File: config.mk
export PLATFORM = sky130hd
export DESIGN_NAME = core_req_buffer
export DESIGN_NICKNAME = d
export VERILOG_FILES = /design/src/rtl/dbus_pkg.sv /design/src/rtl/core_req_buffer.sv
export SDC_FILE = /design/constraint.sdc
export NUM_CORES = 1
export LEC_CHECK = 0
export BUFFER_PORTS_ARGS = -buffer_cell sky130_fd_sc_hd__clkbuf_2
export CORE_AREA = 2 2 226 228
export CTS_BUF_LIST = sky130_fd_sc_hd__clkbuf_8
export DETAILED_ROUTE_END_ITERATION = 7
export DIE_AREA = 0 0 228 230
export PLACE_DENSITY = 0.41
export SKIP_CTS_REPAIR_TIMING = 1
export SYNTH_ARGS = -nofsm -noshare
export SYNTH_HDL_FRONTEND = slang
export SYNTH_SLANG_ARGS = --single-unit
File: constraint.sdc
create_clock -name clk_i -period 4.09 [get_ports clk_i]
set_input_delay 0.818 -clock clk_i [delete_from_list [all_inputs] [get_ports clk_i]]
set_output_delay 0.818 -clock clk_i [all_outputs]
set_load 0.02 [all_outputs]
File: src/rtl/dbus_pkg.sv
package dbus_pkg;

    localparam int NCORES     = 4;
    localparam int DATA_W     = 32;  // data and address width
    localparam int STRB_W     = DATA_W / 8;
    localparam int DMEM_WORDS = 256;
    localparam int CORE_W     = $clog2(NCORES);
    localparam int MEM_AW     = $clog2(DMEM_WORDS);  // word index bits above addr[1:0]

    typedef logic [CORE_W-1:0] core_idx_t;
    typedef logic [DATA_W-1:0] word_t;
    typedef logic [STRB_W-1:0] strb_t;

    typedef enum logic [1:0] {
        IDLE     = 2'd0,
        RSVCHECK = 2'd1,  // reservation lookup or update
        ACCESS   = 2'd2
    } lane_state_t;

endpackage

File: src/rtl/core_req_buffer.sv
`timescale 1ns/100ps

module core_req_buffer (
    input  logic                                   clk_i,
    input  logic                                   arst_n_i,
    input  logic [dbus_pkg::NCORES-1:0]            re_i,
    input  logic [dbus_pkg::NCORES-1:0]            we_i,
    input  dbus_pkg::word_t [dbus_pkg::NCORES-1:0] addr_i,
    input  dbus_pkg::word_t [dbus_pkg::NCORES-1:0] wdata_i,
    input  dbus_pkg::strb_t [dbus_pkg::NCORES-1:0] wstrb_i,
    input  logic [dbus_pkg::NCORES-1:0]            is_lr_i,
    input  logic [dbus_pkg::NCORES-1:0]            is_sc_i,
    input  logic                                   serve_i,
    input  dbus_pkg::core_idx_t                    serve_core_i,
    output logic [dbus_pkg::NCORES-1:0]            pend_valid_o,
    output logic [dbus_pkg::NCORES-1:0]            pend_re_o,
    output logic [dbus_pkg::NCORES-1:0]            pend_we_o,
    output dbus_pkg::word_t [dbus_pkg::NCORES-1:0] pend_addr_o,
    output dbus_pkg::word_t [dbus_pkg::NCORES-1:0] pend_wdata_o,
    output dbus_pkg::strb_t [dbus_pkg::NCORES-1:0] pend_wstrb_o,
    output logic [dbus_pkg::NCORES-1:0]            pend_lr_o,
    output logic [dbus_pkg::NCORES-1:0]            pend_sc_o,
    output logic [dbus_pkg::NCORES-1:0]            stall_o
);
    import dbus_pkg::*;

    logic [NCORES-1:0] load;

    // a slot only takes a new request when empty
    assign load = ~pend_valid_o & (re_i | we_i);

    always_ff @(posedge clk_i or negedge arst_n_i) begin
        if (!arst_n_i) begin
            pend_valid_o <= '0;
            stall_o      <= '0;
        end else begin
            for (int k = 0; k < NCORES; k++) begin
                if (load[k]) begin
                    pend_valid_o[k] <= 1'b1;
                end else if (serve_i && serve_core_i == core_idx_t'(k)) begin
                    pend_valid_o[k] <= 1'b0;
                end
            end
            stall_o <= load | pend_valid_o;  // covers the return cycle after serve
        end
    end

    always_ff @(posedge clk_i) begin
        for (int k = 0; k < NCORES; k++) begin
            if (load[k]) begin
                pend_re_o[k]    <= re_i[k];
                pend_we_o[k]    <= we_i[k];
                pend_addr_o[k]  <= addr_i[k];
                pend_wdata_o[k] <= wdata_i[k];
                pend_wstrb_o[k] <= wstrb_i[k];
                pend_lr_o[k]    <= is_lr_i[k];
                pend_sc_o[k]    <= is_sc_i[k];
            end
        end
    end

endmodule

Yosys cells after proc, flatten, opt, wreduce, memory -nomap -nowiden
Index checks and enable logic that the tools add are counted. Widths: inputs -> output; s select.

Mux-type cells: 8. Bitwise logic cells: 4. Reductions and logical operators: 9. Equal/unequal tests: 3.

Operator list (count): $mux 1 (8); $or 4x4->4 (2); $reduce_bool 2->1 (4); $and 4x4->4 (1); $eq 2x2->1 const B (2); $logic_and 1x1->1 (4); $not 4->4 (1); $eq 2x1->1 const B (1); $logic_not 2->1 (1).

Logic and storage cells: 57. Flip-flop bits (word level): 296. Output and inout bits: 296.

Logic depth before layout (Yosys ltp)
Depth after elaboration: 4. Gate-level depth with buffers: 2.

Worst setup path after synthesis
Ideal clock, no wire load.

Path type: input to register. From: input we_i[0] (netlist bit). To: register pend_addr_o[0] (netlist bit), enable pin. Arrival time: 3891 ps. Library setup time: 505 ps. Path slack: -306 ps. Stages on the path: 2. Buffers on the path: 0. Path through: nor2_1 nor2_1.

Word-level cells in the longest chain between the ends: 2.

Ends and longest elaborated chain: start, declared (RTL line core_req_buffer.sv:7) `input logic [dbus_pkg::NCORES-1:0] we_i,`; $or 4x4->4 (RTL line core_req_buffer.sv:30) `assign load = ~pend_valid_o & (re_i | we_i);`; $and 4x4->4 (RTL line core_req_buffer.sv:30); named net load[0] (RTL line core_req_buffer.sv:27) `logic [NCORES-1:0] load;`; end signal, assigned by index (RTL line core_req_buffer.sv:53) `pend_addr_o[k] <= addr_i[k];`; end, declared (RTL line core_req_buffer.sv:18) `output dbus_pkg::word_t [dbus_pkg::NCORES-1:0] pend_addr_o,`.

The timed path passes the listed nets, and every way through them passes these cells. A chain may end at the register's enable or synchronous reset.

Worst setup path after layout
From: register pend_valid_o[1] (netlist bit). To: output pend_valid_o[1] (netlist bit).

RTL lines: start, declared (RTL line core_req_buffer.sv:15) `output logic [dbus_pkg::NCORES-1:0] pend_valid_o,`; start signal, assigned (RTL line core_req_buffer.sv:34) `pend_valid_o <= '0;`; start signal, assigned by index (RTL line core_req_buffer.sv:39) `pend_valid_o[k] <= 1'b1;`; start signal, assigned by index (RTL line core_req_buffer.sv:41) `pend_valid_o[k] <= 1'b0;`.

No word-level cell between the ends.

==> metrics <==
DRC viols 0; first-pass GRT wire length ~39 mm; Synth Register Bits roughly 300; sw frac between 20% and 30%; initial antenna violation count 4; area delta synth->final 53.9%; I/O Pins just under 600; Power Dens Cells 470 nW/µm²; grt ovf 0; Final TNS setup 0 ns; Netlist cell types 11; Final ANT Viol Nets 0; post-placement setup slack 1.73 ns; combinational fraction of design power about 6.7%; Synth area leader edfxtp_1; FMAX around 0.47 GHz; Crit Path Max Fanout 4; final worst slack between 1.5 and 2 ns; maxcap violations 0; crit path time final between 2 and 2.5 ns; crit start category flip-flop; CP delay by family, top flip-flops; FFs w/ async S/R, synth 2.70%; CP required 3.27 ns; CTS tree done; top cells by area, synth edfxtp_1 96%, dfrtp_1 2.2%, nor2_1 0.34%; cell with the most instances after synthesis edfxtp_1; Die Wd 228 µm; die height ~230 µm; syn_nets 611; largest net degree at the start of global routing 73; Final Instance Area around 14000 µm²; TritonCTS Buffers 54; Max IR drop VDD 0.000263 V; Post-Route WL approximately 28 mm; gr usage total between 10% and 20%; Final Util 27.7%; Synth Warn # 0; WL/cell approximately 17 µm; Leak between 0.005 and 0.006 µW; FP Rows 82; total placed instance area 12800 µm²; Pre-antenna DRT Iters 4; CP Cell Sequence clkbuf_2; Final Setup Violations 0; crit path capture type primary output; Core ar. approximately 50000 µm²; vias in the first global route around 6000; Post-synth EDFFs around 290; Post-layout nets approximately 1300; H-Tree Depth 2; area of the mapped netlist ~9000 µm²; worst skew pair latency between 0.5 and 0.6 ns; Slowest cell on crit path dfrtp_1; share of the synthesized area in the top cell type 96.5%; share of cells above drive strength 1 around 66%; Flop pwr share between 50% and 60%; CP peak stage delay slightly below 0.5 ns; via/cell ratio approximately 3.4; Hold Fails Final Rpt 0; RSZ-0062 raised after global routing no; final slew viol count 0; Final Cycle Share 52.3%; Initial Util roughly 18%; Vias roughly 5700; Mapped Avg Cell Area 28.2 µm²; critical path type flip-flop to primary output; NetSw approximately 1500 µW; Buffers on Ports between 500 and 600; Max clock buf depth 3; Worst Tran Pin Value ~0.93 ns; Slew HR 37.8%; Root Buffer clkbuf_8; sequential share of the synthesized area 98.7%; initial DRC count ~230; top cells by instance count after synthesis 288 x edfxtp_1, 8 x dfrtp_1, 8 x nor2_1; worst hold path class primary input to async pin; internal cell power approximately 5000 µW; Worst Skew just under 0.02 ns; clock net sink count between 200 and 300; gate count after technology mapping around 320; Synth Flop Type edfxtp_1; status complete, no violations; Clock Power Share roughly two fifths; buffers and inverters on the worst path 1; Arr. time, crit path about 1.3 ns; gpl congestion 0.804; die area around 52000 µm²; post-DP HPWL 21.8 mm; Reg clk slew, reported paths 0.06 ns
logic make-up after synthesis:
| logic type | share of synthesized area, % |
|---|---|
| AO/OA/AOI/OAI | 0.237 |
| AND/OR/NAND/NOR | 0.866 |
| buffers and inverters | 0.167 |
| flip-flops | 98.7 |
per-layer routing:
layer	global-route usage, %	part of all wire (%)	up-vias
met3	4.97	11	54
met4	4.13	2.5	4
li1	-	-	2593
met1	11.1	36	2669
met5	0	0.097	-
met2	17.2	50	345
power groups by stage:
stage	clock network, µW	registers [µW]	logic, µW
floorplan	0	3680	44.1
global placement	0	3550	441
detailed placement	0	3550	443
CTS	2700	3490	444
global route	2830	3500	468
finish	2550	3490	433
flip-flops by register name, summed over array words and instances (netlist names):
| name | flops |
|---|---|
| pend_wstrb_o | 16 |
| stall_o | 4 |
| pend_sc_o | 4 |
| pend_we_o | 4 |
| pend_lr_o | 4 |
| pend_addr_o | 128 |
| pend_wdata_o | 128 |
| pend_re_o | 4 |
| pend_valid_o | 4 |
layout make-up:
class / instances / area [µm²]
fill: 5244 / 36100
sequential: 296 / 8850
timing repair buffer: 592 / 2990
tap: 672 / 841
clock buffer: 55 / 757
clock inverter: 36 / 210
multi-input combinational: 18 / 129
inverter: 4 / 15.0
antenna: 3 / 7.51
worst register-to-register path, cell delays in order (launching register included):
cell and delay [ns]:
dfrtp_1 0.47, nor2_4 0.31, buf_4 0.71
cells in the final DEF, fill, tap and decap left out, drive strengths merged, types with 2 or more instances in the layout:
cell type and count:
inv 20, nor2 8, nor3 3, edfxtp 288, dfrtp 8, buf 4
a31oi 2, clkinv 14, diode 3, clkbuf 643, bufinv 2, clkinvlp 4
worst paths after layout:
| check | startpoint | endpoint | slack (ns) | cells after the start |
|---|---|---|---|---|
| setup / recovery | pend_valid_o[1] | pend_valid_o[1] | 1.95 | 1 |
| hold / removal | arst_n_i | stall_o[1] | 0.11 | 1 |
| setup reg to reg | pend_valid_o[2] | pend_wdata_o[68] | 2.20 | 2 |
| hold reg to reg | pend_valid_o[0] | pend_valid_o[0] | 0.59 | 1 |
| max in group asynchronous | arst_n_i | stall_o[3] | 3.72 | 1 |
| min in group clk_i | addr_i[46] | pend_addr_o[46] | 0.39 | 1 |
metrics by stage:
step,instances,power [µW],hold slack [ns]
4_1_cts,1673,6640,0.0304
5_1_grt,1674,6800,0.0619
2_1_floorplan,318,3720,0.522
3_5_place_dp,1582,4000,0.591
3_3_place_gp,1582,3990,0.577
6_report,1676,6480,0.112
Power figures use the tool's default switching activity.
