### src/rtl/dbus_pkg.sv
package dbus_pkg;

    localparam int NCORES     = 4;
    localparam int DATA_W     = 32;  // data and address width
    localparam int STRB_W     = DATA_W / 8;
    localparam int DMEM_WORDS = 256;
    localparam int CORE_W     = $clog2(NCORES);
    localparam int MEM_AW     = $clog2(DMEM_WORDS);  // word index bits above addr[1:0]

    typedef logic [CORE_W-1:0] core_idx_t;
    typedef logic [DATA_W-1:0] word_t;
    typedef logic [STRB_W-1:0] strb_t;

    typedef enum logic [1:0] {
        IDLE     = 2'd0,
        RSVCHECK = 2'd1,  // reservation lookup or update
        ACCESS   = 2'd2
    } lane_state_t;

endpackage

### src/rtl/reservation_table.sv
`timescale 1ns/100ps

module reservation_table (
    input  logic                clk_i,
    input  logic                arst_n_i,
    input  logic                lr_set_i,
    input  logic                sc_check_i,
    input  logic                store_inval_i,
    input  dbus_pkg::core_idx_t rsv_core_i,
    input  dbus_pkg::word_t     rsv_addr_i,
    output logic                sc_ok_o
);
    import dbus_pkg::*;

    logic [NCORES-1:0] rsv_valid_q;
    word_t             rsv_addr_q [NCORES];
    logic [NCORES-1:0] hit;
    logic              own_hit;
    logic              clear_hits;

    always_comb begin
        for (int k = 0; k < NCORES; k++) begin
            hit[k] = rsv_valid_q[k] && (rsv_addr_q[k] == rsv_addr_i);
        end
    end

    assign own_hit = hit[rsv_core_i];

    // a store or a winning SC kills every reservation on that address
    assign clear_hits = store_inval_i || (sc_check_i && own_hit);

    always_ff @(posedge clk_i or negedge arst_n_i) begin
        if (!arst_n_i) begin
            rsv_valid_q <= '0;
            sc_ok_o     <= 1'b0;
        end else begin
            if (sc_check_i) begin
                sc_ok_o <= own_hit;  // held until the next SC
            end
            if (clear_hits) begin
                rsv_valid_q <= rsv_valid_q & ~hit;
            end else if (lr_set_i) begin
                rsv_valid_q[rsv_core_i] <= 1'b1;
            end
        end
    end

    always_ff @(posedge clk_i) begin
        if (lr_set_i) begin
            rsv_addr_q[rsv_core_i] <= rsv_addr_i;
        end
    end

endmodule

### config.mk
export PLATFORM = sky130hd
export DESIGN_NAME = reservation_table
export DESIGN_NICKNAME = d
export VERILOG_FILES = /design/src/rtl/dbus_pkg.sv /design/src/rtl/reservation_table.sv
export SDC_FILE = /design/constraint.sdc
export NUM_CORES = 1
export LEC_CHECK = 0
export ABC_CLOCK_PERIOD_IN_PS = 3380
export BUFFER_PORTS_ARGS = -buffer_cell sky130_fd_sc_hd__buf_4
export CAP_MARGIN = 20
export CORE_MARGIN = 8
export CORE_UTILIZATION = 47
export DETAILED_ROUTE_END_ITERATION = 16
export GPL_TIMING_DRIVEN = 0
export SLEW_MARGIN = 10
export SYNTH_ARGS = -nofsm -noshare
export SYNTH_HDL_FRONTEND = slang
export SYNTH_SLANG_ARGS = --single-unit
### constraint.sdc
create_clock -name clk_i -period 3.38 [get_ports clk_i]
set_input_delay 1.014 -clock clk_i [delete_from_list [all_inputs] [get_ports clk_i]]
set_output_delay 1.014 -clock clk_i [all_outputs]
set_load 0.1 [all_outputs]
### Word-level counts from Yosys, hierarchy flattened

Memories as Yosys holds them, arrays and structs flattened.
Cells that the tools add are included.

* bits in registers: 5
* bits in writable memories: 128
* word-level logic and storage cells: 28
* memories kept: 1

Memory list
* rsv_addr_q: depth 4, bits a word 32, rd ports 4, clocked after Yosys merged registers in 0, wr ports 1, line reservation_table.sv:16 `word_t rsv_addr_q [NCORES];`

* $lt $le $gt $ge: 2
* muxes and demuxes: 8
* bitwise operators: 3
* reductions and logical operators: 8
* equality and inequality tests: 4

Operators with widths (number)
* 32-bit == test: 4
* 4-bit two-way mux: 2
* 1-bit logical AND: 6
* 4-bit bitwise AND: 1
* 1-bit two-way mux: 4
* 4-bit inverter: 1
* 4-bit bitwise OR: 1
* 2-bit by 3-bit less-than comparator with 1-bit output, second input constant: 1
* 1-bit binary-select mux with 2-bit select: 1
* 1-bit demux with 2-bit select: 1
* 2-bit by 1-bit greater-or-equal comparator with 1-bit output, second input constant: 1
* 2-bit nonzero test: 1
* 1-bit logical OR: 1

### Longest topological paths before layout

* depth in word-level cells: 7
* mapped depth: 7

### Worst setup path before layout

OpenSTA, ideal clock, no wires.

* path kind: input to register
* from: in rsv_core_i[0]
* to: reg rsv_valid_q[0]
* arrival: 3.962 ns
* required time: 3.283 ns
* stages on the path: 3
* path slack: -0.679 ns
* setup time: 0.097 ns
* cell sequence: nor3b_1 a21oi_1 a211oi_1

* longest elaborated chain between the ends: 7
* elaborated cells on any way between the ends: 13

Ends and longest elaborated chain
* start, declared: line reservation_table.sv:9 `input dbus_pkg::core_idx_t rsv_core_i,`
* 2-bit by 3-bit less-than comparator with 1-bit output (not written as such) or 2-bit by 1-bit greater-or-equal comparator with 1-bit output (tied branches): line reservation_table.sv:43 `rsv_valid_q[rsv_core_i] <= 1'b1;`
* 1-bit logical AND (not written as such): line reservation_table.sv:43
* 1-bit two-way mux (not written as such): line reservation_table.sv:43
* 1-bit demux with 2-bit select: line reservation_table.sv:43
* 4-bit bitwise OR (no source line)
* 4-bit two-way mux: line reservation_table.sv:42 `end else if (lr_set_i) begin`
* 4-bit two-way mux: line reservation_table.sv:40 `if (clear_hits) begin`
* end signal, assigned: line reservation_table.sv:41 `rsv_valid_q <= rsv_valid_q & ~hit;`
* end, declared: line reservation_table.sv:15 `logic [NCORES-1:0] rsv_valid_q;`

Several ways; a longest one is shown, not always the timed one. The select of a mux whose other input is x is not followed.
A chain may end at the register's enable or synchronous reset.

### Worst setup path after layout

* from: in rsv_addr_i[14]
* to: reg rsv_valid_q[2]

* longest elaborated chain between the ends: 7
* elaborated cells on any way between the ends: 16

Ends and longest elaborated chain
* start, declared: line reservation_table.sv:10 `input dbus_pkg::word_t rsv_addr_i,`
* 32-bit == test: line reservation_table.sv:23 `hit[k] = rsv_valid_q[k] && (rsv_addr_q[k] == rsv_addr_i);`
* 1-bit logical AND: line reservation_table.sv:23
* 1-bit binary-select mux with 2-bit select: line reservation_table.sv:27 `assign own_hit = hit[rsv_core_i];`
* 1-bit two-way mux (not written as such): line reservation_table.sv:27
* 1-bit logical AND: line reservation_table.sv:30 `assign clear_hits = store_inval_i || (sc_check_i && own_hit);`
* 1-bit logical OR: line reservation_table.sv:30
* 4-bit two-way mux or 2-bit nonzero test (tied branches)

Several ways; a longest one is shown, not always the timed one. The select of a mux whose other input is x is not followed.

==> impl_metrics.toml <==
[logic_synthesis]
synth_flop_cell = "edfxtp_1"
ys_async_sr_fraction_pct = 3.76
synthCells = 336
ys_ff_latch = 133
synth_top_area_share_pct = 69.0
synth_nets = 375
synth_area_mm2 = 0.00557
synthTopCellsByArea = "edfxtp_1 (69%), xnor2_1 (15%), xor2_1 (5.0%)"
ys_seq_area_share_pct = 71.3
syn_avg_cell_area_um2 = 16.6
ys_top_cells_by_count = "edfxtp_1 (128), xnor2_1 (96), xor2_1 (32)"
synth.largest_area_cell = "edfxtp_1"
synth_enable_flop_cells = 128
yosys_warnings = 0
synth.most_common_cell = "edfxtp_1"
synth.distinct_cells = 22

[global_route]
antenna_found_initial = 0
grt_first_pass_wirelength_um = 16900
grt_overflow_total = 0
grt_start_max_net_pins = 34
grt_pass1_vias = 2967
grtUsageTotal_pct = 14.6

[detailed_routing]
drtIter0Drc = 189
final_antenna_net_count = 0
drt-total-wl_um = 10700
drt_pass1_iterations = 4
drc = 0
via_per_inst = 5.19
wire_per_inst_um = 19.4
vias = 2875

[clocking]
clockRootBuffer = "clkbuf_16"
clkLatencyLatePin_ps = 420
ctsHtreeMaxLevel = 4
cts_buffers = 17
postCtsSetupRepairBufs = 0
clk_path_buf_depth = 2
clkSlewWorstSetupHoldPaths_ps = 60
cts-resized-gates = 0
cts_tree = "built"
cts.sinks = 133
cts_hold_buf = 0

[min_path]
holdCritPathClass = "in2async"

[cells_and_area]
nets = 437
design_area_mm2 = 0.00675
final_util_pct = 58.6
drive_gt1_share_pct = 19.7
fin_cells = 554
diodes = 0
area_growth_pct = 21.2

[setup_path]
r2r-start = "rsv_addr_q[2][14]"
crit_fanout = 8
regToRegEndpoint = "rsv_valid_q[2]"
crit_arrival_ps = 3200
crit_end = "rsv_valid_q[2]"
cp_slowest_stage_delay_ps = 480
cp_top_family = "simple AND/OR/NAND/NOR gates"
critPathLaunch = "rsv_addr_i[14]"
path_cells = "buf_4 -> xnor2_1 -> nand4_1 -> nor4_1 -> nand2_1 -> o32a_4 -> a221oi_1 -> nor3_1"
crit_cells = 8
start_kind = "primary input"
reg2reg_slack_ps = 870
critPathRequiredTime_ps = 3670
r2r_cells = 7
cp-end-kind = "flop"
critPathBufInv = 1
worstSetupPathType = "in2reg"
slowest_stage = "nor4_1"

[floorplan]
die-height_um = 125
rows = 39
coreArea_mm2 = 0.0115
ios = 40
fp.dieW_um = 125
start_util_pct = 48.4
die_area_mm2 = 0.0156

[sta]
setup_violations = 0
setup_tns_ps = 0
maxSlewViolCount = 0
slew_headroom_pct = 44.8
hold_viol = 0
fmax_ghz = 0.344
period_share_pct = 85.9
rsz0062_at_grt = "false"
clock_skew_ps = 7.05
hold_ws_ps = 388
setup_ws_ps = 476
worst_pin_slew_ps = 828
fin_crit_ps = 2900

[power]
cellLeakagePower_nw = 2.17
ir_drop_v = 0.000421
p_per_area_mw_per_mm2 = 610
total_power_mw = 4.12

[placement]
placed_area_mm2 = 0.00614
dpl.cell_count = 522
gp_congestion = 0.784
dp_hpwl_um = 7300
pre_cts_slack_ps = -2.45
port_buffers = 39

[job]
maxCapViolations = 0

[outcome]
status = "finished, final reports clean"
per-layer routing:
metal / vias up / wire length [um] / share of wire (%) / track usage (%)
li1: 1390 / - / - / -
met4: 0 / 212 / 2.0 / 7.66
met1: 1418 / 5260 / 49 / 18.9
met3: 18 / 360 / 3.4 / 4.28
met2: 49 / 4890 / 46 / 21.7
met5: - / 0 / 0 / 0
cells in the final DEF, fill, tap and decap left out, types with 2 or more instances in the layout:
cell,netlist,routed
edfxtp_1,128,128
xnor2_1,96,96
buf_4,0,39
xor2_1,32,32
nand4_1,26,26
clkbuf_16,0,17
nor4_1,14,14
nand2_1,5,5
nor2_1,6,5
dfrtp_1,5,5
a21oi_1,4,4
bufinv_16,0,4
clkinv_2,0,4
inv_1,3,3
nor3_1,3,3
clkinvlp_4,0,3
a221oi_1,2,2
a221oi_2,2,2
worst min-delay path by stage:
stage | from | to | slack, ps | cells past startpoint
6_report | arst_n_i | rsv_valid_q[0] | 390 | 1
5_1_grt | arst_n_i | rsv_valid_q[1] | 370 | 1
4_1_cts | arst_n_i | rsv_valid_q[0] | 370 | 1
3_5_place_dp | sc_ok_o | sc_ok_o | 530 | 2
3_3_place_gp | sc_ok_o | sc_ok_o | 530 | 2
2_1_floorplan | rsv_valid_q[1] | rsv_valid_q[1] | 570 | 2
area by class of cell:
type                    instances  area (um2)
inverters                       3        11.3
flip-flops and latches        133        3970
clock buffers                  18         429
fillers                       890        4770
multi-input cells             200        1610
well taps                     143         179
clock inverters                14         184
repair buffers                 43         367
state kept, by name, indices dropped and copies added, names as in the netlist:
register and cells:
rsv_addr_q 128, sc_ok_o 1, rsv_valid_q 4
where the power goes:
group / internal, mW / switching (mW)
clock network: 1.23 / 0.670
logic: 0.133 / 0.160
registers: 1.90 / 0.0321
logic make-up after synthesis:
| group | count (synthesis) | synth area share (%) |
|---|---|---|
| and+or+nand+nor | 60 | 6.27 |
| AOI/OAI and AO/OA | 12 | 2.13 |
| DFF | 133 | 71.3 |
| buffers and inverters | 3 | 0.202 |
| xor gates and xnor gates | 128 | 20.1 |
Note: power is estimated with default switching activity, not from simulation.
