### src/rtl/dbus_pkg.sv
package dbus_pkg;

    localparam int NCORES     = 4;
    localparam int DATA_W     = 32;  // data and address width
    localparam int STRB_W     = DATA_W / 8;
    localparam int DMEM_WORDS = 256;
    localparam int CORE_W     = $clog2(NCORES);
    localparam int MEM_AW     = $clog2(DMEM_WORDS);  // word index bits above addr[1:0]

    typedef logic [CORE_W-1:0] core_idx_t;
    typedef logic [DATA_W-1:0] word_t;
    typedef logic [STRB_W-1:0] strb_t;

    typedef enum logic [1:0] {
        IDLE     = 2'd0,
        RSVCHECK = 2'd1,  // reservation lookup or update
        ACCESS   = 2'd2
    } lane_state_t;

endpackage

### src/rtl/access_lane.sv
`timescale 1ns/100ps

module access_lane (
    input  logic                                   clk_i,
    input  logic                                   arst_n_i,
    input  logic                                   grant_valid_i,
    input  dbus_pkg::core_idx_t                    grant_core_i,
    input  logic [dbus_pkg::NCORES-1:0]            pend_re_i,
    input  logic [dbus_pkg::NCORES-1:0]            pend_we_i,
    input  dbus_pkg::word_t [dbus_pkg::NCORES-1:0] pend_addr_i,
    input  dbus_pkg::word_t [dbus_pkg::NCORES-1:0] pend_wdata_i,
    input  dbus_pkg::strb_t [dbus_pkg::NCORES-1:0] pend_wstrb_i,
    input  logic [dbus_pkg::NCORES-1:0]            pend_lr_i,
    input  logic [dbus_pkg::NCORES-1:0]            pend_sc_i,
    input  logic                                   sc_ok_i,
    input  dbus_pkg::word_t                        mem_rdata_i,
    output logic                                   serve_o,
    output dbus_pkg::core_idx_t                    serve_core_o,
    output logic                                   advance_o,
    output dbus_pkg::core_idx_t                    advance_core_o,
    output logic                                   lr_set_o,
    output logic                                   sc_check_o,
    output logic                                   store_inval_o,
    output dbus_pkg::core_idx_t                    rsv_core_o,
    output dbus_pkg::word_t                        rsv_addr_o,
    output logic                                   mem_re_o,
    output logic                                   mem_we_o,
    output dbus_pkg::word_t                        mem_addr_o,
    output dbus_pkg::word_t                        mem_wdata_o,
    output dbus_pkg::strb_t                        mem_wstrb_o,
    output dbus_pkg::word_t [dbus_pkg::NCORES-1:0] rdata_o,
    output logic [dbus_pkg::NCORES-1:0]            rdata_valid_o
);
    import dbus_pkg::*;

    lane_state_t state_q;
    lane_state_t state_d;
    core_idx_t   sel_q;
    core_idx_t   sel_d;
    logic        in_rsv;
    logic        in_acc;
    logic        ret_valid_q;
    logic        ret_sc_q;
    core_idx_t   ret_core_q;

    always_comb begin
        state_d = state_q;
        sel_d   = sel_q;
        case (state_q)
            IDLE: begin
                if (grant_valid_i) begin
                    sel_d = grant_core_i;
                    if (pend_re_i[grant_core_i] && !pend_lr_i[grant_core_i]) begin
                        state_d = ACCESS;  // plain load
                    end else begin
                        state_d = RSVCHECK;
                    end
                end
            end
            RSVCHECK: state_d = ACCESS;
            ACCESS:   state_d = IDLE;
            default:  state_d = IDLE;
        endcase
    end

    assign in_rsv = (state_q == RSVCHECK);
    assign in_acc = (state_q == ACCESS);

    assign lr_set_o      = in_rsv && pend_re_i[sel_q] && pend_lr_i[sel_q];
    assign sc_check_o    = in_rsv && pend_we_i[sel_q] && pend_sc_i[sel_q];
    assign store_inval_o = in_rsv && pend_we_i[sel_q] && !pend_sc_i[sel_q];
    assign rsv_core_o    = sel_q;
    assign rsv_addr_o    = pend_addr_i[sel_q];

    assign mem_re_o    = in_acc && pend_re_i[sel_q];
    assign mem_we_o    = in_acc && pend_we_i[sel_q] && (!pend_sc_i[sel_q] || sc_ok_i);
    assign mem_addr_o  = pend_addr_i[sel_q];
    assign mem_wdata_o = pend_wdata_i[sel_q];
    assign mem_wstrb_o = pend_wstrb_i[sel_q];

    // request leaves the buffer as the memory op issues
    assign serve_o        = in_acc;
    assign serve_core_o   = sel_q;
    assign advance_o      = in_acc;
    assign advance_core_o = sel_q;

    always_ff @(posedge clk_i or negedge arst_n_i) begin
        if (!arst_n_i) begin
            state_q       <= IDLE;
            sel_q         <= '0;
            ret_valid_q   <= 1'b0;
            ret_core_q    <= '0;
            ret_sc_q      <= 1'b0;
            rdata_valid_o <= '0;
        end else begin
            state_q     <= state_d;
            sel_q       <= sel_d;
            ret_valid_q <= in_acc;
            if (in_acc) begin
                ret_core_q <= sel_q;
                ret_sc_q   <= pend_sc_i[sel_q];
            end
            rdata_valid_o <= '0;
            if (ret_valid_q) begin
                rdata_valid_o[ret_core_q] <= 1'b1;
            end
        end
    end

    // sc_ok_i still holds here, the lane is back in IDLE
    always_ff @(posedge clk_i) begin
        if (ret_valid_q) begin
            rdata_o[ret_core_q] <= ret_sc_q ? word_t'(!sc_ok_i) : mem_rdata_i;
        end
    end

endmodule

### config.mk
export PLATFORM = sky130hd
export DESIGN_NAME = access_lane
export DESIGN_NICKNAME = d
export VERILOG_FILES = /design/src/rtl/dbus_pkg.sv /design/src/rtl/access_lane.sv
export SDC_FILE = /design/constraint.sdc
export NUM_CORES = 1
export LEC_CHECK = 0
export ABC_CLOCK_PERIOD_IN_PS = 7900
export BUFFER_PORTS_ARGS = -buffer_cell sky130_fd_sc_hd__buf_2
export CORE_AREA = 2 2 219 221
export CTS_CLUSTER_SIZE = 20
export DETAILED_ROUTE_END_ITERATION = 8
export DIE_AREA = 0 0 221 223
export PLACE_DENSITY = 0.49
export SYNTH_ARGS = -nofsm -noshare
export SYNTH_HDL_FRONTEND = slang
export SYNTH_SLANG_ARGS = --single-unit
### constraint.sdc
create_clock -name clk_i -period 7.9 [get_ports clk_i]
set_input_delay 0.79 -clock clk_i [delete_from_list [all_inputs] [get_ports clk_i]]
set_output_delay 0.79 -clock clk_i [all_outputs]
set_load 0.02 [all_outputs]
Word-level counts from Yosys, hierarchy flattened
Index checks and enable logic that the tools add are counted.

word-level totals
  register bits after elaboration = 140
  bits of input ports = 326
  output and inout port bits = 245
  logic and storage cells = 61

operators by class
  order comparisons = 4
  equality and inequality tests = 3
  muxes and demuxes = 28
  reduce and logical (&&, ||, !) cells = 16

operators by type and width
  cell                                                               number
  binary-select mux 32 bit (select 2 bit)                            2
  bitwise mux 128 bit                                                1
  two-way mux 32 bit                                                 4
  demux 32 bit (select 2 bit)                                        1
  binary-select mux 1 bit (select 2 bit)                             6
  logical AND 1 bit                                                  10
  less-than comparator 2 x 3 -> 1 bit, second input constant         3
  binary-select mux 4 bit (select 2 bit)                             1
  two-way mux 4 bit                                                  2
  two-way mux 1 bit                                                  7
  two-way mux 2 bit                                                  2
  case mux 2 bit (2 select lines)                                    1
  logical NOT 1 bit                                                  3
  demux 1 bit (select 2 bit)                                         1
  equality test 2 x 1 -> 1 bit, second input constant                1
  equality test 2 bit, second input constant                         1
  greater-or-equal comparator 2 x 1 -> 1 bit, second input constant  1
  logical NOT 2 bit                                                  1
  inequality test 2 bit, second input constant                       1
  AND reduction 2 bit                                                1
  logical OR 1 bit                                                   1

Depth between registers and ports, before layout
  depth after elaboration = 7
  mapped depth = 4

Worst setup path before layout
OpenSTA, ideal clock, no wires.

  path kind = reg-to-reg
  start point = register ret_core_q[0] (netlist name)
  end point = register rdata_o[0] in the netlist's numbering (enable)
  arrival time = 2844 ps
  setup slack = 4586 ps
  stages on the path, launching flop included = 2
  clock period less this slack = 3314 ps
  cell sequence = dfrtp_1 nor3b_1

RTL lines
  what                           RTL line            text
  end signal, assigned by index  access_lane.sv:113  rdata_o[ret_core_q] <= ret_sc_q ? word_t'(!sc_ok_i) : mem_rdata_i;
  end, declared                  access_lane.sv:31   output dbus_pkg::word_t [dbus_pkg::NCORES-1:0] rdata_o,

Final worst setup path
  start point = register sel_q[0], in the netlist advance_core_o[0]
  end point = output port store_inval_o

between the ends
  longest elaborated chain between the ends = 4

RTL lines
  what                                                    RTL line           text
  start, declared                                         access_lane.sv:38  core_idx_t sel_q;
  start signal, assigned                                  access_lane.sv:97  sel_q <= sel_d;
  binary-select mux 1 bit (select 2 bit)                  access_lane.sv:71  assign store_inval_o = in_rsv && pend_we_i[sel_q] && !pend_sc_i[sel_q];
  two-way mux 1 bit (not written as such)                 access_lane.sv:71
  logical AND 1 bit or logical NOT 1 bit (tied branches)  access_lane.sv:71
  logical AND 1 bit (*)                                   access_lane.sv:71
  end, declared                                           access_lane.sv:23  output logic store_inval_o,

Mark *: on every way between the ends. The rest lies on a longest branch, timed or not. The select of a mux whose other input is x is not followed.

==> results.txt <==
- Hold Path Class: input port to asynchronous set/reset pin
- Clock-pin slew of the registers on the worst-case setup and hold paths: 0.07 ns
* Worst ir drop on vdd: 0.0002114 V
- Warnings, synthesis: 0
- In the routed layout, each cell is associated on average with a via count of 3.704.
- Initial core utilization: 13.93%
- The number of global-route vias before repair came to 5897.
- For this run, design rule violations remaining after detail routing come to 0.
- The library cell used most frequently in the layout, excluding fill and tap cells, is sky130_fd_sc_hd__buf_2.
- Slew margin rel.: 31.98%
- First-iteration detailed-routing DRC count: 295
- The critical path goes through buf_4, mux4_2, nor2_1, buf_2.
* Maximum number of pins on one net before global-route repair: 67
- STA classifies the critical path endpoint as an output port.
* Synth Instances: 331
* Cell family with most CP delay: buffers and inverters
* Result of the run: finished, final reports clean
* Insertion delay of the later-clocked pin in the worst-skew pair: 0.42 ns
- The H-tree generated during clock tree synthesis spans 4 levels.
- CTS Buf Count: 17
- Clock tree root driver cell: sky130_fd_sc_hd__clkbuf_16
- Slew Limit Fails: 0
- RSZ-0062 raised after global routing: false
* Path depth of the worst reg2reg path: 3
* Avg Cell Area, Syn: 19.84 um^2
- For this run, the slowest stage of the critical path takes 0.80 ns.
- Across all register-to-register paths, the minimum setup slack is 5.14 ns.
- For the final database, setup skew stands at 0.01347 ns.
* Syn nets: 657
- In this run the tool buffered the top-level ports with 570 buffer cells.
* Area of the core: 0.04715 mm^2
- Clock tree from TritonCTS: yes
- The final hold violation count is 0.
* Leakage power figure: 4.526 nW
- Based on the critical path, the design can be clocked at up to 250.9 MHz.
- Setup violations remaining at the end of the flow were counted as 0.
* Actual slew at the worst max-slew pin: 1.020 ns
* Number of post-CTS setup repair buffers: 0
- The startpoint identified for the worst register-to-register timing path is advance_core_o[0].
- Library cells used by synthesis: 25
* Setup total negative slack: 0 ns
- Total grt overflow: 0
* Routed length per instance: 21.40 um
- For the worst setup path, the data arrival time is 3.20 ns.
* Startpoint types: flip-flop
- The worst setup path is of the flip-flop to output port kind.
- Area of the die: 0.04928 mm^2
* Wire length of the first global-routing pass: 44390 um
* Post-CTS Hold Buffers: 0
- Data required time of the critical path: 7.11 ns
- Layout cells sized above 1: 78.21%
* Number of core rows: 80
* Via count: 5600
- For this design the ratio of total power to cell area is 298.5 mW/mm^2.
- #FFs+latches synth: 140
- Measured along the y axis, the die boundary spans 223 um.
* HPWL after detailed placement: 27500 um
* Overall track demand over capacity in global routing: 12.75%
- Slowest stage cell, crit path: sky130_fd_sc_hd__dfrtp_4
- The final layout contains routed wiring with a total length of 32360 um.
* Final RePlAce weighted congestion: 0.9024
- Top-level port count: 571
- After synthesis the cells add up to 0.006566 mm^2.
- In this run the critical register-to-register path is captured at ret_sc_q.
* Post-layout minimum cycle time: 3.986 ns
- Number of buffer and inverter stages on the critical path: 2
* Tcrit/Tclk final: 50.45%
- Number of maximum-capacitance constraint violations: 0
- Final core utilization: 22.23%
- The number of antenna violations at the first check in global routing came to 22.
* Maximum clock insertion buffer count: 2
- Signed area change from the synthesized netlist to the final layout: 59.64%
* Highest-count cells in the layout ignoring fill and taps: sky130_fd_sc_hd__buf_2 (570), sky130_fd_sc_hd__edfxtp_1 (128), sky130_fd_sc_hd__mux4_2 (72), sky130_fd_sc_hd__nor2b_1 (33), sky130_fd_sc_hd__clkbuf_16 (17)
- Sink count of the clock tree: 140
* Largest driver fanout on the critical path: 44
- Sequential elements use 63.11% of the synthesized area.
- The first detailed-routing pass took 4 iterations.
* Remaining antenna violation count after routing: 0
- Number of instances resized during post-cts repair: 0
- The final layout contains 1194 nets.
* DIE WIDTH: 221 um
[where the power goes]
group	total [mW]	switching (mW)	internal, mW
logic	1.33	0.845	0.486
registers	1.02	0.0608	0.960
clock network	0.776	0.310	0.466
total	3.13	1.22	1.91
[how the worst max path moves through the flow]
stage / cells past startpoint / to / from
3_5_place_dp: 4 / store_inval_o / advance_core_o[0]
3_3_place_gp: 4 / store_inval_o / advance_core_o[0]
5_1_grt: 4 / store_inval_o / advance_core_o[0]
4_1_cts: 4 / store_inval_o / advance_core_o[0]
2_1_floorplan: 1 / rdata_o[0] / ret_core_q[0]
6_report: 4 / store_inval_o / advance_core_o[0]
[stage by stage]
| stage | total power, mW | setup WS, ns | instance area [um^2] | hold slack [ns] | std cells |
|---|---|---|---|---|---|
| 2_1_floorplan | 1.927 | 4.586 | 6566 | 0.4468 | 331 |
| 3_3_place_gp | 2.397 | 4.303 | 9867 | 0.4682 | 1464 |
| 3_5_place_dp | 2.407 | 4.265 | 9867 | 0.4865 | 1464 |
| 4_1_cts | 3.199 | 3.781 | 10440 | 0.2386 | 1496 |
| 5_1_grt | 3.284 | 3.632 | 10470 | 0.2639 | 1505 |
| 6_report | 3.129 | 3.914 | 10480 | 0.2546 | 1512 |
[routing by layer]
metal | track usage, % | up-vias | wire length [um]
met2 | 21.96 | 365 | 16100
met5 | 0 | - | 54
li1 | - | 2417 | -
met1 | 14.40 | 2764 | 12260
met3 | 4.438 | 46 | 2723
met4 | 5.153 | 8 | 1219
[cells by family (layout without fill, tap and decap cells)]
logic type,Yosys count,in the layout,synth area share (%)
compound gates,2,2,0.2096
buf+inv,59,609,5.926
flops,140,140,63.11
mux,78,78,25.72
other cells,0,16,0
simple gates,52,52,5.031
[cell type report]
| class | instances | area (um^2) |
|---|---|---|
| Tap cell | 615 | 769.5 |
| Antenna cell | 16 | 40.04 |
| Sequential cell | 140 | 4151 |
| Multi-Input combinational cell | 132 | 2048 |
| Clock buffer | 19 | 432.9 |
| Timing Repair Buffer | 575 | 2890 |
| Inverter | 2 | 7.507 |
| Clock inverter | 13 | 142.6 |
| Fill cell | 5108 | 36660 |
[cells in the mapped netlist (all sizes together)]
cell    number  area share [%]
and3         3            0.29
a21oi        1           0.076
nor3         1           0.076
buf         53             5.6
mux2         6             1.0
nor2         3            0.17
and2         1           0.095
and4b        1            0.15
inv          2            0.11
clkbuf       4            0.23
and3b        1            0.13
nand2b       1           0.095
or4          1            0.11
nor2b       33             3.1
mux4        72              25
a31o         1            0.13
edfxtp     128              59
nor4b        1            0.13
nor4bb       1            0.15
nor3b        1            0.11
and4bb       1            0.19
dfrtp       12             4.6
nand2        3            0.17
[sequential cells by signal (all words and copies together), names as in the netlist]
register / cells
advance_core_o: 2
ret_valid_q: 1
rdata_valid_o: 4
ret_sc_q: 1
state_q: 2
ret_core_q: 2
rdata_o: 128
Power figures use the tool's default switching activity.
