$ cat src/rtl/dbus_pkg.sv
package dbus_pkg;

    localparam int NCORES     = 4;
    localparam int DATA_W     = 32;  // data and address width
    localparam int STRB_W     = DATA_W / 8;
    localparam int DMEM_WORDS = 256;
    localparam int CORE_W     = $clog2(NCORES);
    localparam int MEM_AW     = $clog2(DMEM_WORDS);  // word index bits above addr[1:0]

    typedef logic [CORE_W-1:0] core_idx_t;
    typedef logic [DATA_W-1:0] word_t;
    typedef logic [STRB_W-1:0] strb_t;

    typedef enum logic [1:0] {
        IDLE     = 2'd0,
        RSVCHECK = 2'd1,  // reservation lookup or update
        ACCESS   = 2'd2
    } lane_state_t;

endpackage

$ cat src/rtl/rr_arbiter.sv
`timescale 1ns/100ps

module rr_arbiter (
    input  logic                        clk_i,
    input  logic                        arst_n_i,
    input  logic [dbus_pkg::NCORES-1:0] pend_valid_i,
    input  logic                        advance_i,
    input  dbus_pkg::core_idx_t         advance_core_i,
    output logic                        grant_valid_o,
    output dbus_pkg::core_idx_t         grant_core_o
);
    import dbus_pkg::*;

    core_idx_t ptr_q;  // highest priority core

    // walk from the far end so the core nearest the pointer wins
    always_comb begin
        core_idx_t idx;
        grant_valid_o = 1'b0;
        grant_core_o  = ptr_q;
        for (int i = NCORES - 1; i >= 0; i--) begin
            idx = core_idx_t'((int'(ptr_q) + i) % NCORES);
            if (pend_valid_i[idx]) begin
                grant_valid_o = 1'b1;
                grant_core_o  = idx;
            end
        end
    end

    always_ff @(posedge clk_i or negedge arst_n_i) begin
        if (!arst_n_i) begin
            ptr_q <= '0;
        end else if (advance_i) begin
            if (advance_core_i == core_idx_t'(NCORES - 1)) begin
                ptr_q <= '0;
            end else begin
                ptr_q <= advance_core_i + 1'b1;
            end
        end
    end

endmodule

$ cat config.mk
export PLATFORM = sky130hd
export DESIGN_NAME = rr_arbiter
export DESIGN_NICKNAME = d
export VERILOG_FILES = /design/src/rtl/dbus_pkg.sv /design/src/rtl/rr_arbiter.sv
export SDC_FILE = /design/constraint.sdc
export NUM_CORES = 1
export LEC_CHECK = 0
export BUFFER_PORTS_ARGS = -buffer_cell sky130_fd_sc_hd__buf_2
export CORE_AREA = 5 5 42 44
export CTS_BUF_LIST = sky130_fd_sc_hd__clkbuf_2
export DETAILED_ROUTE_END_ITERATION = 10
export DIE_AREA = 0 0 47 49
export PLACE_DENSITY_LB_ADDON = 0.08
export SYNTH_ARGS = -nofsm -noshare
export SYNTH_HDL_FRONTEND = slang
export SYNTH_SLANG_ARGS = --single-unit
$ cat constraint.sdc
create_clock -name clk_i -period 1.1 [get_ports clk_i]
set_input_delay 0.33 -clock clk_i [delete_from_list [all_inputs] [get_ports clk_i]]
set_output_delay 0.33 -clock clk_i [all_outputs]
set_load 0.01 [all_outputs]
# Word level (Yosys, flattened, before mapping)
# Cells that the tools add are included.
totals:
  reg_bits: 2
  inputBits: 9
  out_inout_bits: 3
  wordCells: 27
classes:
  n_addsub: 4
  n_lt_le_gt_ge: 4
  n_eq_ne: 1
  n_mux: 17
ops:
  columns: ["cell", "count"]
  rows:
  - ["$lt 2x3->1 const B", 4]
  - ["$mux 2", 5]
  - ["$bmux 1 s2", 4]
  - ["$mux 1", 8]
  - ["$add 2x1->2 const B", 2]
  - ["$add 2x2->2 const B", 2]
  - ["$eq 2x2->1 const B", 1]

# Logic depth before layout (Yosys ltp)
# Gate-level depths: netlist of the first run.
depth:
  word_depth: 7
  depth_mapped: 4
  mapped_depth_nobuf: 4

# Worst setup path after synthesis of the first run
# No wires, ideal clock.
synth_timing:
  kind: "register to output"
  from: "register ptr_q[1]"
  to: "output port grant_core_o[1]"
  arrival_time_ns: 0.910
  required_time_ns: 0.770
  setup_slack_ns: -0.140
  path_stages_with_launch: 4
  path_buffers: 0
  path_cell_list: "dfrtp_1 or3_1 o21ai_1 o21ai_1"
synth_between:
  elab_chain_len: 7
  word_cells_on_any_way: 15
  cone_classes: "3 x add/sub; 12 x mux"
synth_lines:
  columns: ["element", "line", "text"]
  rows:
  - ["start: declaration", "rr_arbiter.sv:14", "core_idx_t ptr_q;"]
  - ["start signal: assignment", "rr_arbiter.sv:37", "ptr_q <= advance_core_i + 1'b1;"]
  - ["$add 2x2->2", "rr_arbiter.sv:22", "idx = core_idx_t'((int'(ptr_q) + i) % NCORES);"]
  - ["$bmux 1 s2", "rr_arbiter.sv:23", "if (pend_valid_i[idx]) begin"]
  - ["$mux 1 (implied by the code)", "rr_arbiter.sv:23", null]
  - ["$mux 2 (3 in series)", "rr_arbiter.sv:23", null]
  - ["$mux 2 (*)", "rr_arbiter.sv:23", null]
  - ["end: declaration", "rr_arbiter.sv:10", "output dbus_pkg::core_idx_t grant_core_o"]
# Mark *: on every way between the ends. The rest lies on a longest branch, timed or not. The select of a mux whose other input is x is not followed.

# Final worst setup path of the first run
# Same ends and word-level chain as after synthesis.

==> flow_metrics.py, run 1 <==
metrics = {
    "timing": {
        "rsz0062_at_grt": "yes",
        "hold_violations": 0,
        "slew_violations": 0,
        "final.period_utilization_pct": 137.1,
        "max_freq_ghz": 0.6631,
        "layout_setup_ws_ns": -0.4080,
        "final-setup-viol-count": 3,
        "tightest_slew_ns": 0.2012,
        "relSlewSlack_pct": 86.44,
        "min_period_ns": 1.508,
        "skew_ns": 0,
    },
    "detailed_routing": {
        "via_per_inst": 4.094,
        "via_count": 262,
        "drcViolationCount": 0,
        "drtPass1Iterations": 3,
        "detail-route-antenna-nets": 0,
        "drtIter0Drc": 2,
        "routed_wl_microns": 633,
        "wl_per_cell_microns": 9.891,
    },
    "synthesis": {
        "ys.flop_type": "dfrtp_1",
        "syn_area_sq_um": 177.7,
        "synth_area_leaders": "dfrtp_1, o21ai_0, nand2_1",
        "synth_warnings": 0,
        "synthAdderAreaFrac_pct": 7.042,
        "yosys.area_share.simple_pct": 25.35,
        "synth_top_area_cell": "dfrtp_1",
        "async_reset_ff_share_pct": 100.0,
        "yosys.area.top_type_share_pct": 28.17,
        "syn_avg_cell_area_sq_um": 7.107,
        "synthMuxAreaShare_pct": 0,
        "synth_edf_count": 0,
        "synth_compound_area_share_pct": 35.21,
        "synth_seq_area_share_pct": 28.17,
        "synth_top_family_by_area": "compound AO/OA/AOI/OAI gates",
        "yosys-top-cells-count": "nand2_1, o21ai_0, nor2_1",
        "synthXorXnorAreaFrac_pct": 0,
        "synth_seq_cells": 2,
        "synthCells": 25,
        "synth.distinct_cells": 13,
        "synth_fp_nets": 35,
    },
    "worst_setup_path": {
        "cp.arrival_ns": 1.18,
        "cp-end-kind": "output pin",
        "slowest_delay_ns": 0.38,
        "path_buf_inv": 1,
        "crit_required_ns": 0.77,
        "critical-path-slowest-cell": "dfrtp_1",
        "crit_chain": "or3_1, o21ai_2, o21ai_2, buf_2",
        "crit_top_cell": "o21ai_2",
        "worst_setup_path_start_kind": "flip-flop",
        "crit_fanout": 3,
        "crit_type": "reg2out",
        "crit_family": "flip-flops",
    },
    "die": {
        "dieHeight_microns": 49,
        "core_area_sq_mm": 0.001401,
        "die_area_sq_mm": 0.002303,
        "num_rows": 14,
        "initial_core_util_pct": 12.68,
        "die_w_microns": 47,
        "io_pins": 12,
    },
    "clock_network": {
        "root_buffer": "clkbuf_2",
        "htreeDepth": 1,
        "clockBufferDepth": 2,
        "clk_pin_slew_ns": 0.03,
        "cts_buffers": 3,
        "cts_tree": "done",
        "cts_sinks": 2,
        "clock_latency_ns": 0.19,
    },
    "cells_and_area": {
        "n_antenna_cell": 0,
        "fin_area_sq_um": 400.4,
        "fin_nets": 60,
        "final_cells": 64,
        "area_growth_pct": 125.4,
        "fillers": 173,
        "largest_reg_flops": 2,
        "top_register": "ptr_q",
        "reg.largest.list": "ptr_q (2)",
        "fin_util_pct": 28.57,
        "drive_gt1_share_pct": 56.25,
    },
    "run_status": {
        "violations": "setup timing",
        "status": "complete, but fails checks",
    },
    "placement": {
        "dp.final_hpwl_microns": 491.1,
        "dpl-instance-area_sq_um": 309.0,
        "port_buffers": 11,
        "gp_congestion": 0.7700,
        "dpl.cell_count": 58,
    },
    "power_and_ir_drop": {
        "cellPowerDensity_mw_per_mm2": 890.7,
        "power_leakage_nw": 0.2044,
        "peakVddDrop_mv": 0.4423,
    },
    "grt": {
        "antenna_found_initial": 0,
        "first_global_vias": 266,
        "grt.overflow.total": 0,
        "grt_pass1_wl_mm": 1.062,
        "grt_usage_pct": 6.554,
        "grt_max_degree": 6,
    },
    "run": {
        "maxCapViolations": 0,
    },
    "worst_hold_path": {
        "hold_class": "in2reg",
    },
}
-- stage by stage --
stage / hold WS (ns) / total power (W) / setup TNS, ns / setup WS (ns)
finish: 0.3624 / 0.0003566 / -0.8578 / -0.4080
global route: 0.3477 / 0.0004005 / -1.089 / -0.5022
CTS: 0.3446 / 0.0003656 / -0.9680 / -0.4549
detailed placement: 0.1152 / 0.0002143 / -0.8142 / -0.3831
global placement: 0.1149 / 0.0002112 / -0.7731 / -0.3546
floorplan: 0.03441 / 0.0001424 / -0.1301 / -0.09751
-- layout by cell type (no fill, tap or decap) --
| master | netlist | layout |
|---|---|---|
| nand2_4 | 0 | 1 |
| buf_12 | 0 | 1 |
| o21ai_0 | 4 | 4 |
| dfrtp_1 | 2 | 2 |
| nand2_1 | 4 | 3 |
| or3_1 | 1 | 1 |
| buf_6 | 0 | 2 |
| nor2_1 | 3 | 1 |
| a21o_1 | 1 | 1 |
| buf_4 | 0 | 6 |
| nor2_4 | 0 | 2 |
| a2bb2oi_1 | 1 | 1 |
| buf_2 | 0 | 9 |
| o21ai_2 | 0 | 2 |
| dlygate4sd3_1 | 0 | 1 |
| a21oi_1 | 1 | 1 |
| o221a_1 | 1 | 1 |
| ha_1 | 1 | 1 |
| clkbuf_2 | 0 | 3 |
| nor2b_1 | 2 | 2 |
| buf_8 | 0 | 1 |
| inv_1 | 2 | 2 |
-- worst paths after layout --
path / to / start / slack, ns / cells past startpoint
setup / recovery: grant_core_o[1] / ptr_q[1] / -0.41 / 4
hold / removal: ptr_q[0] / advance_i / 0.36 / 2
setup reg to reg: ptr_q[1] / ptr_q[1] / 0.30 / 3
hold reg to reg: ptr_q[0] / ptr_q[0] / 0.69 / 3
max in group asynchronous: ptr_q[1] / arst_n_i / 0.56 / 2
min in group asynchronous: ptr_q[0] / arst_n_i / 0.45 / 2
-- what timing repair did --
item	4_1_cts	5_1_grt
buffers inserted	3	0
setup endpoints to repair	3	3
hold endpoints to repair	2	0
pin swaps	1	1
gates resized for setup	6	4
hold buffers	1	0
-- layout make-up --
type	instances	area, sq um	area share (%)
timing repair buffer	20	157.7	39.37
clock buffer	3	15.01	3.750
sequential	2	50.05	12.50
inverter	2	7.507	1.875
tap	16	20.02	5.000
multi-input combinational	21	150.1	37.50
-- metal layers --
layer / vias up / wire length [microns] / track usage [%]
li1: 135 / - / -
met1: 117 / 253 / 7.489
met2: 10 / 311 / 9.050
met3: 0 / 67 / 2.583
met4: 0 / 0 / 5.530
met5: - / 0 / 0
-- cell families after synthesis --
kind of cell,count (synthesis)
AOI/OAI and AO/OA,10
adders and majority gates,1
buffers and inverters,2
DFF,2
and+or+nand+nor,10
-- power by group --
part / switching (W) / leakage, nW / internal, W
clock network: 0.0000439 / 0.0125 / 0.0000726
registers: 0.00000596 / 0.0247 / 0.0000822
logic: 0.0000657 / 0.167 / 0.0000862
Power figures use the tool's default switching activity.
==> run 2, diff against run 1 <==
ABC_AREA = 1   (was not set)
SLEW_MARGIN = 20   (was not set)
==> run 2 against run 1 <==
The run still ends with setup timing left. Global-route usage is 2.0 points higher. Cell count up 56%. Critical path depth up 7. First-iteration DRC count down 100%. Die area unchanged. Total power is 54% higher. Largest cell class is now multi-input combinational cells. Wire length grew 27%. Non-clock buffer count rose by 2. Sequential power is 13% higher. Design area grew 29%.
==> flow_metrics.py, run 2 <==
metrics = {
    "worst_setup_path": {
        "reg2regPathDepth": 4,
        "crit_type": "reg2out",
        "worst_setup_path_start_kind": "flip-flop",
        "crit_required_ns": 0.77,
        "cp-end-kind": "output pin",
        "cp.arrival_ns": 1.43,
        "reg2reg_slack_ns": 0.10,
        "crit_fanout": 6,
        "r2r-start": "ptr_q[0]",
        "r2r-end": "ptr_q[0]",
    },
    "power_and_ir_drop": {
        "power_leakage_nw": 0.3001,
        "peakVddDrop_mv": 0.3975,
        "p_sw_w": 0.0002322,
        "power_frac_comb_pct": 61.3,
        "switching_share_pct": 42.30,
        "cellPowerDensity_mw_per_mm2": 1060,
        "pwr-share-seq_pct": 18.1,
        "clockPowerShare_pct": 20.6,
        "internal_power_w": 0.0003168,
    },
    "timing": {
        "relSlewSlack_pct": 87.12,
        "tightest_slew_ns": 0.1919,
        "final-setup-viol-count": 3,
        "rsz0062_at_grt": "yes",
        "slew_violations": 0,
        "final.period_utilization_pct": 159.7,
        "hold_violations": 0,
        "whs_ns": 0.3425,
        "layout_setup_ws_ns": -0.6571,
        "skew_ns": 0,
        "min_period_ns": 1.757,
        "max_freq_ghz": 0.5691,
    },
    "detailed_routing": {
        "m1WireLength_microns": 392,
        "drcViolationCount": 0,
        "drtIter0Drc": 0,
        "via_count": 404,
        "routed_wl_microns": 805,
        "top_layer": "met3",
        "via_per_inst": 4.040,
        "drtPass1Iterations": 1,
        "detail-route-antenna-nets": 0,
        "wl_met2_microns": 360,
        "wl_per_cell_microns": 8.050,
        "met3_length_microns": 52,
    },
    "placement": {
        "gp_congestion": 0.6764,
        "port_buffers": 11,
        "dp.final_hpwl_microns": 639.5,
        "dp_slack_ns": -0.5574,
        "dpl.cell_count": 94,
    },
    "cells_and_area": {
        "fillers": 175,
        "n_antenna_cell": 0,
        "final_cells": 100,
        "drive_gt1_share_pct": 53.57,
        "fin_util_pct": 36.96,
        "area_growth_pct": 56.82,
        "seq_area_sq_um": 51.30,
        "top_register": "ptr_q",
        "final_cell_mix": "nand2_1, nand2_2, buf_2",
        "fin_nets": 96,
        "multi_input_area_sq_um": 242.7,
        "reg.largest.list": "ptr_q (2)",
        "largest_reg_flops": 2,
        "final_common_cell": "nand2_1",
    },
    "worst_hold_path": {
        "hold_class": "in2reg",
        "worstHoldStart": "advance_i",
        "whs_path_depth": 2,
        "min_to": "ptr_q[0]",
    },
    "die": {
        "die_area_sq_mm": 0.002303,
        "num_rows": 14,
        "io_pins": 12,
        "dieHeight_microns": 49,
        "core_area_sq_mm": 0.001401,
        "initial_core_util_pct": 23.57,
        "die_w_microns": 47,
    },
    "synthesis": {
        "async_reset_ff_share_pct": 100.0,
        "synth_seq_cells": 2,
        "yosys-top-cells-count": "nand2_1, nand2_2, nand3_1",
        "synth_fp_nets": 70,
        "synth_seq_area_share_pct": 15.15,
        "synth_area_leaders": "nand2_1, nand2_2, dfrtp_1",
        "syn_avg_cell_area_sq_um": 5.505,
        "synth_warnings": 0,
        "synth_top_area_cell": "nand2_1",
        "synthCells": 60,
        "yosys.area.top_type_share_pct": 26.14,
        "synth.distinct_cells": 14,
        "syn_area_sq_um": 330.3,
        "ys.flop_type": "dfrtp_1",
        "synth_edf_count": 0,
        "synth.most_common_cell": "nand2_1",
    },
    "clock_network": {
        "htreeDepth": 1,
        "cts_buffers": 3,
        "clk_pin_slew_ns": 0.03,
        "clock_latency_ns": 0.19,
        "root_buffer": "clkbuf_2",
        "cts_sinks": 2,
        "clockBufferDepth": 2,
        "cts_tree": "done",
    },
    "grt": {
        "grt_usage_pct": 8.579,
        "grt_max_degree": 8,
        "grt.overflow.total": 0,
        "antenna_found_initial": 0,
        "grt_pass1_wl_mm": 1.442,
        "first_global_vias": 388,
    },
    "run_status": {
        "violations": "setup timing",
        "status": "complete, but fails checks",
    },
    "run": {
        "maxCapViolations": 0,
    },
}
[run 2: cell types whose count changed after synthesis, sizes merged, moves of 2 or more]
| cell | previous run | this run |
|---|---|---|
| inv | 2 | 9 |
| nand2 | 4 | 32 |
| nand3 | 0 | 6 |
| nor2b | 2 | 0 |
[run 2: cells by family after synthesis]
logic type | synth area share [%]
flops | 15.15
simple gates | 55.68
compound gates | 10.23
buf+inv | 15.15
fa+ha+maj | 3.787
[run 2: critical path: stages (launching register included)]
cell     delay, ns
dfrtp_2       0.44
buf_6         0.14
nand2_2       0.05
o21ai_2       0.07
nand2_1       0.08
nand2_2       0.08
nand2_2       0.05
nand2_2       0.05
nand2_1       0.05
nand2_1       0.07
nand2_2       0.05
buf_6         0.11
[run 2: worst max-delay path by stage]
stage / slack, ns / start / to / depth (start not counted)
finish: -0.66 / ptr_q[0] / grant_core_o[0] / 11
global route: -0.81 / ptr_q[0] / grant_core_o[0] / 11
CTS: -0.69 / ptr_q[0] / grant_core_o[0] / 11
detailed placement: -0.56 / ptr_q[0] / grant_core_o[0] / 10
global placement: -0.58 / ptr_q[0] / grant_core_o[0] / 11
floorplan: -0.29 / ptr_q[0] / grant_core_o[0] / 11
[run 2: metal layers]
| layer | vias to the layer above | track usage [%] |
|---|---|---|
| li1 | 236 | - |
| met1 | 157 | 11.38 |
| met2 | 11 | 10.86 |
| met3 | 0 | 2.583 |
| met4 | 0 | 6.912 |
| met5 | - | 0 |
[run 2: timing repair]
action	CTS	global route
pin swaps	4	1
hold buffers	1	0
gates cloned	0	0
endpoints found under the setup margin	3	3
hold endpoints to repair	2	0
setup buffers	1	1
gates resized for setup	7	4
[run 2: power groups by stage]
stage	combinational [W]	sequential, W	clock, W
floorplan	0.000209	0.0000902	0
global placement	0.000305	0.000103	0
detailed placement	0.000301	0.000102	0
CTS	0.000332	0.000101	0.000120
global route	0.000382	0.000101	0.000134
finish	0.000336	0.0000994	0.000113
[run 2: per-stage QoR]
step	cell area, sq um	total power, W	setup TNS, ns
after global placement	456.7	0.0004084	-1.650
after global routing	518.0	0.0006170	-2.336
after floorplan	332.8	0.0002991	-0.7339
after CTS	505.5	0.0005527	-1.975
final	518.0	0.0005490	-1.883
after detailed placement	456.7	0.0004029	-1.509
[run 2: final cells by class]
| type | count | area share (%) |
|---|---|---|
| inverter | 9 | 7.488 |
| sequential | 2 | 9.903 |
| multi-input combinational | 48 | 46.86 |
| timing repair buffer | 22 | 28.99 |
| clock buffer | 3 | 2.899 |
| tap | 16 | 3.865 |
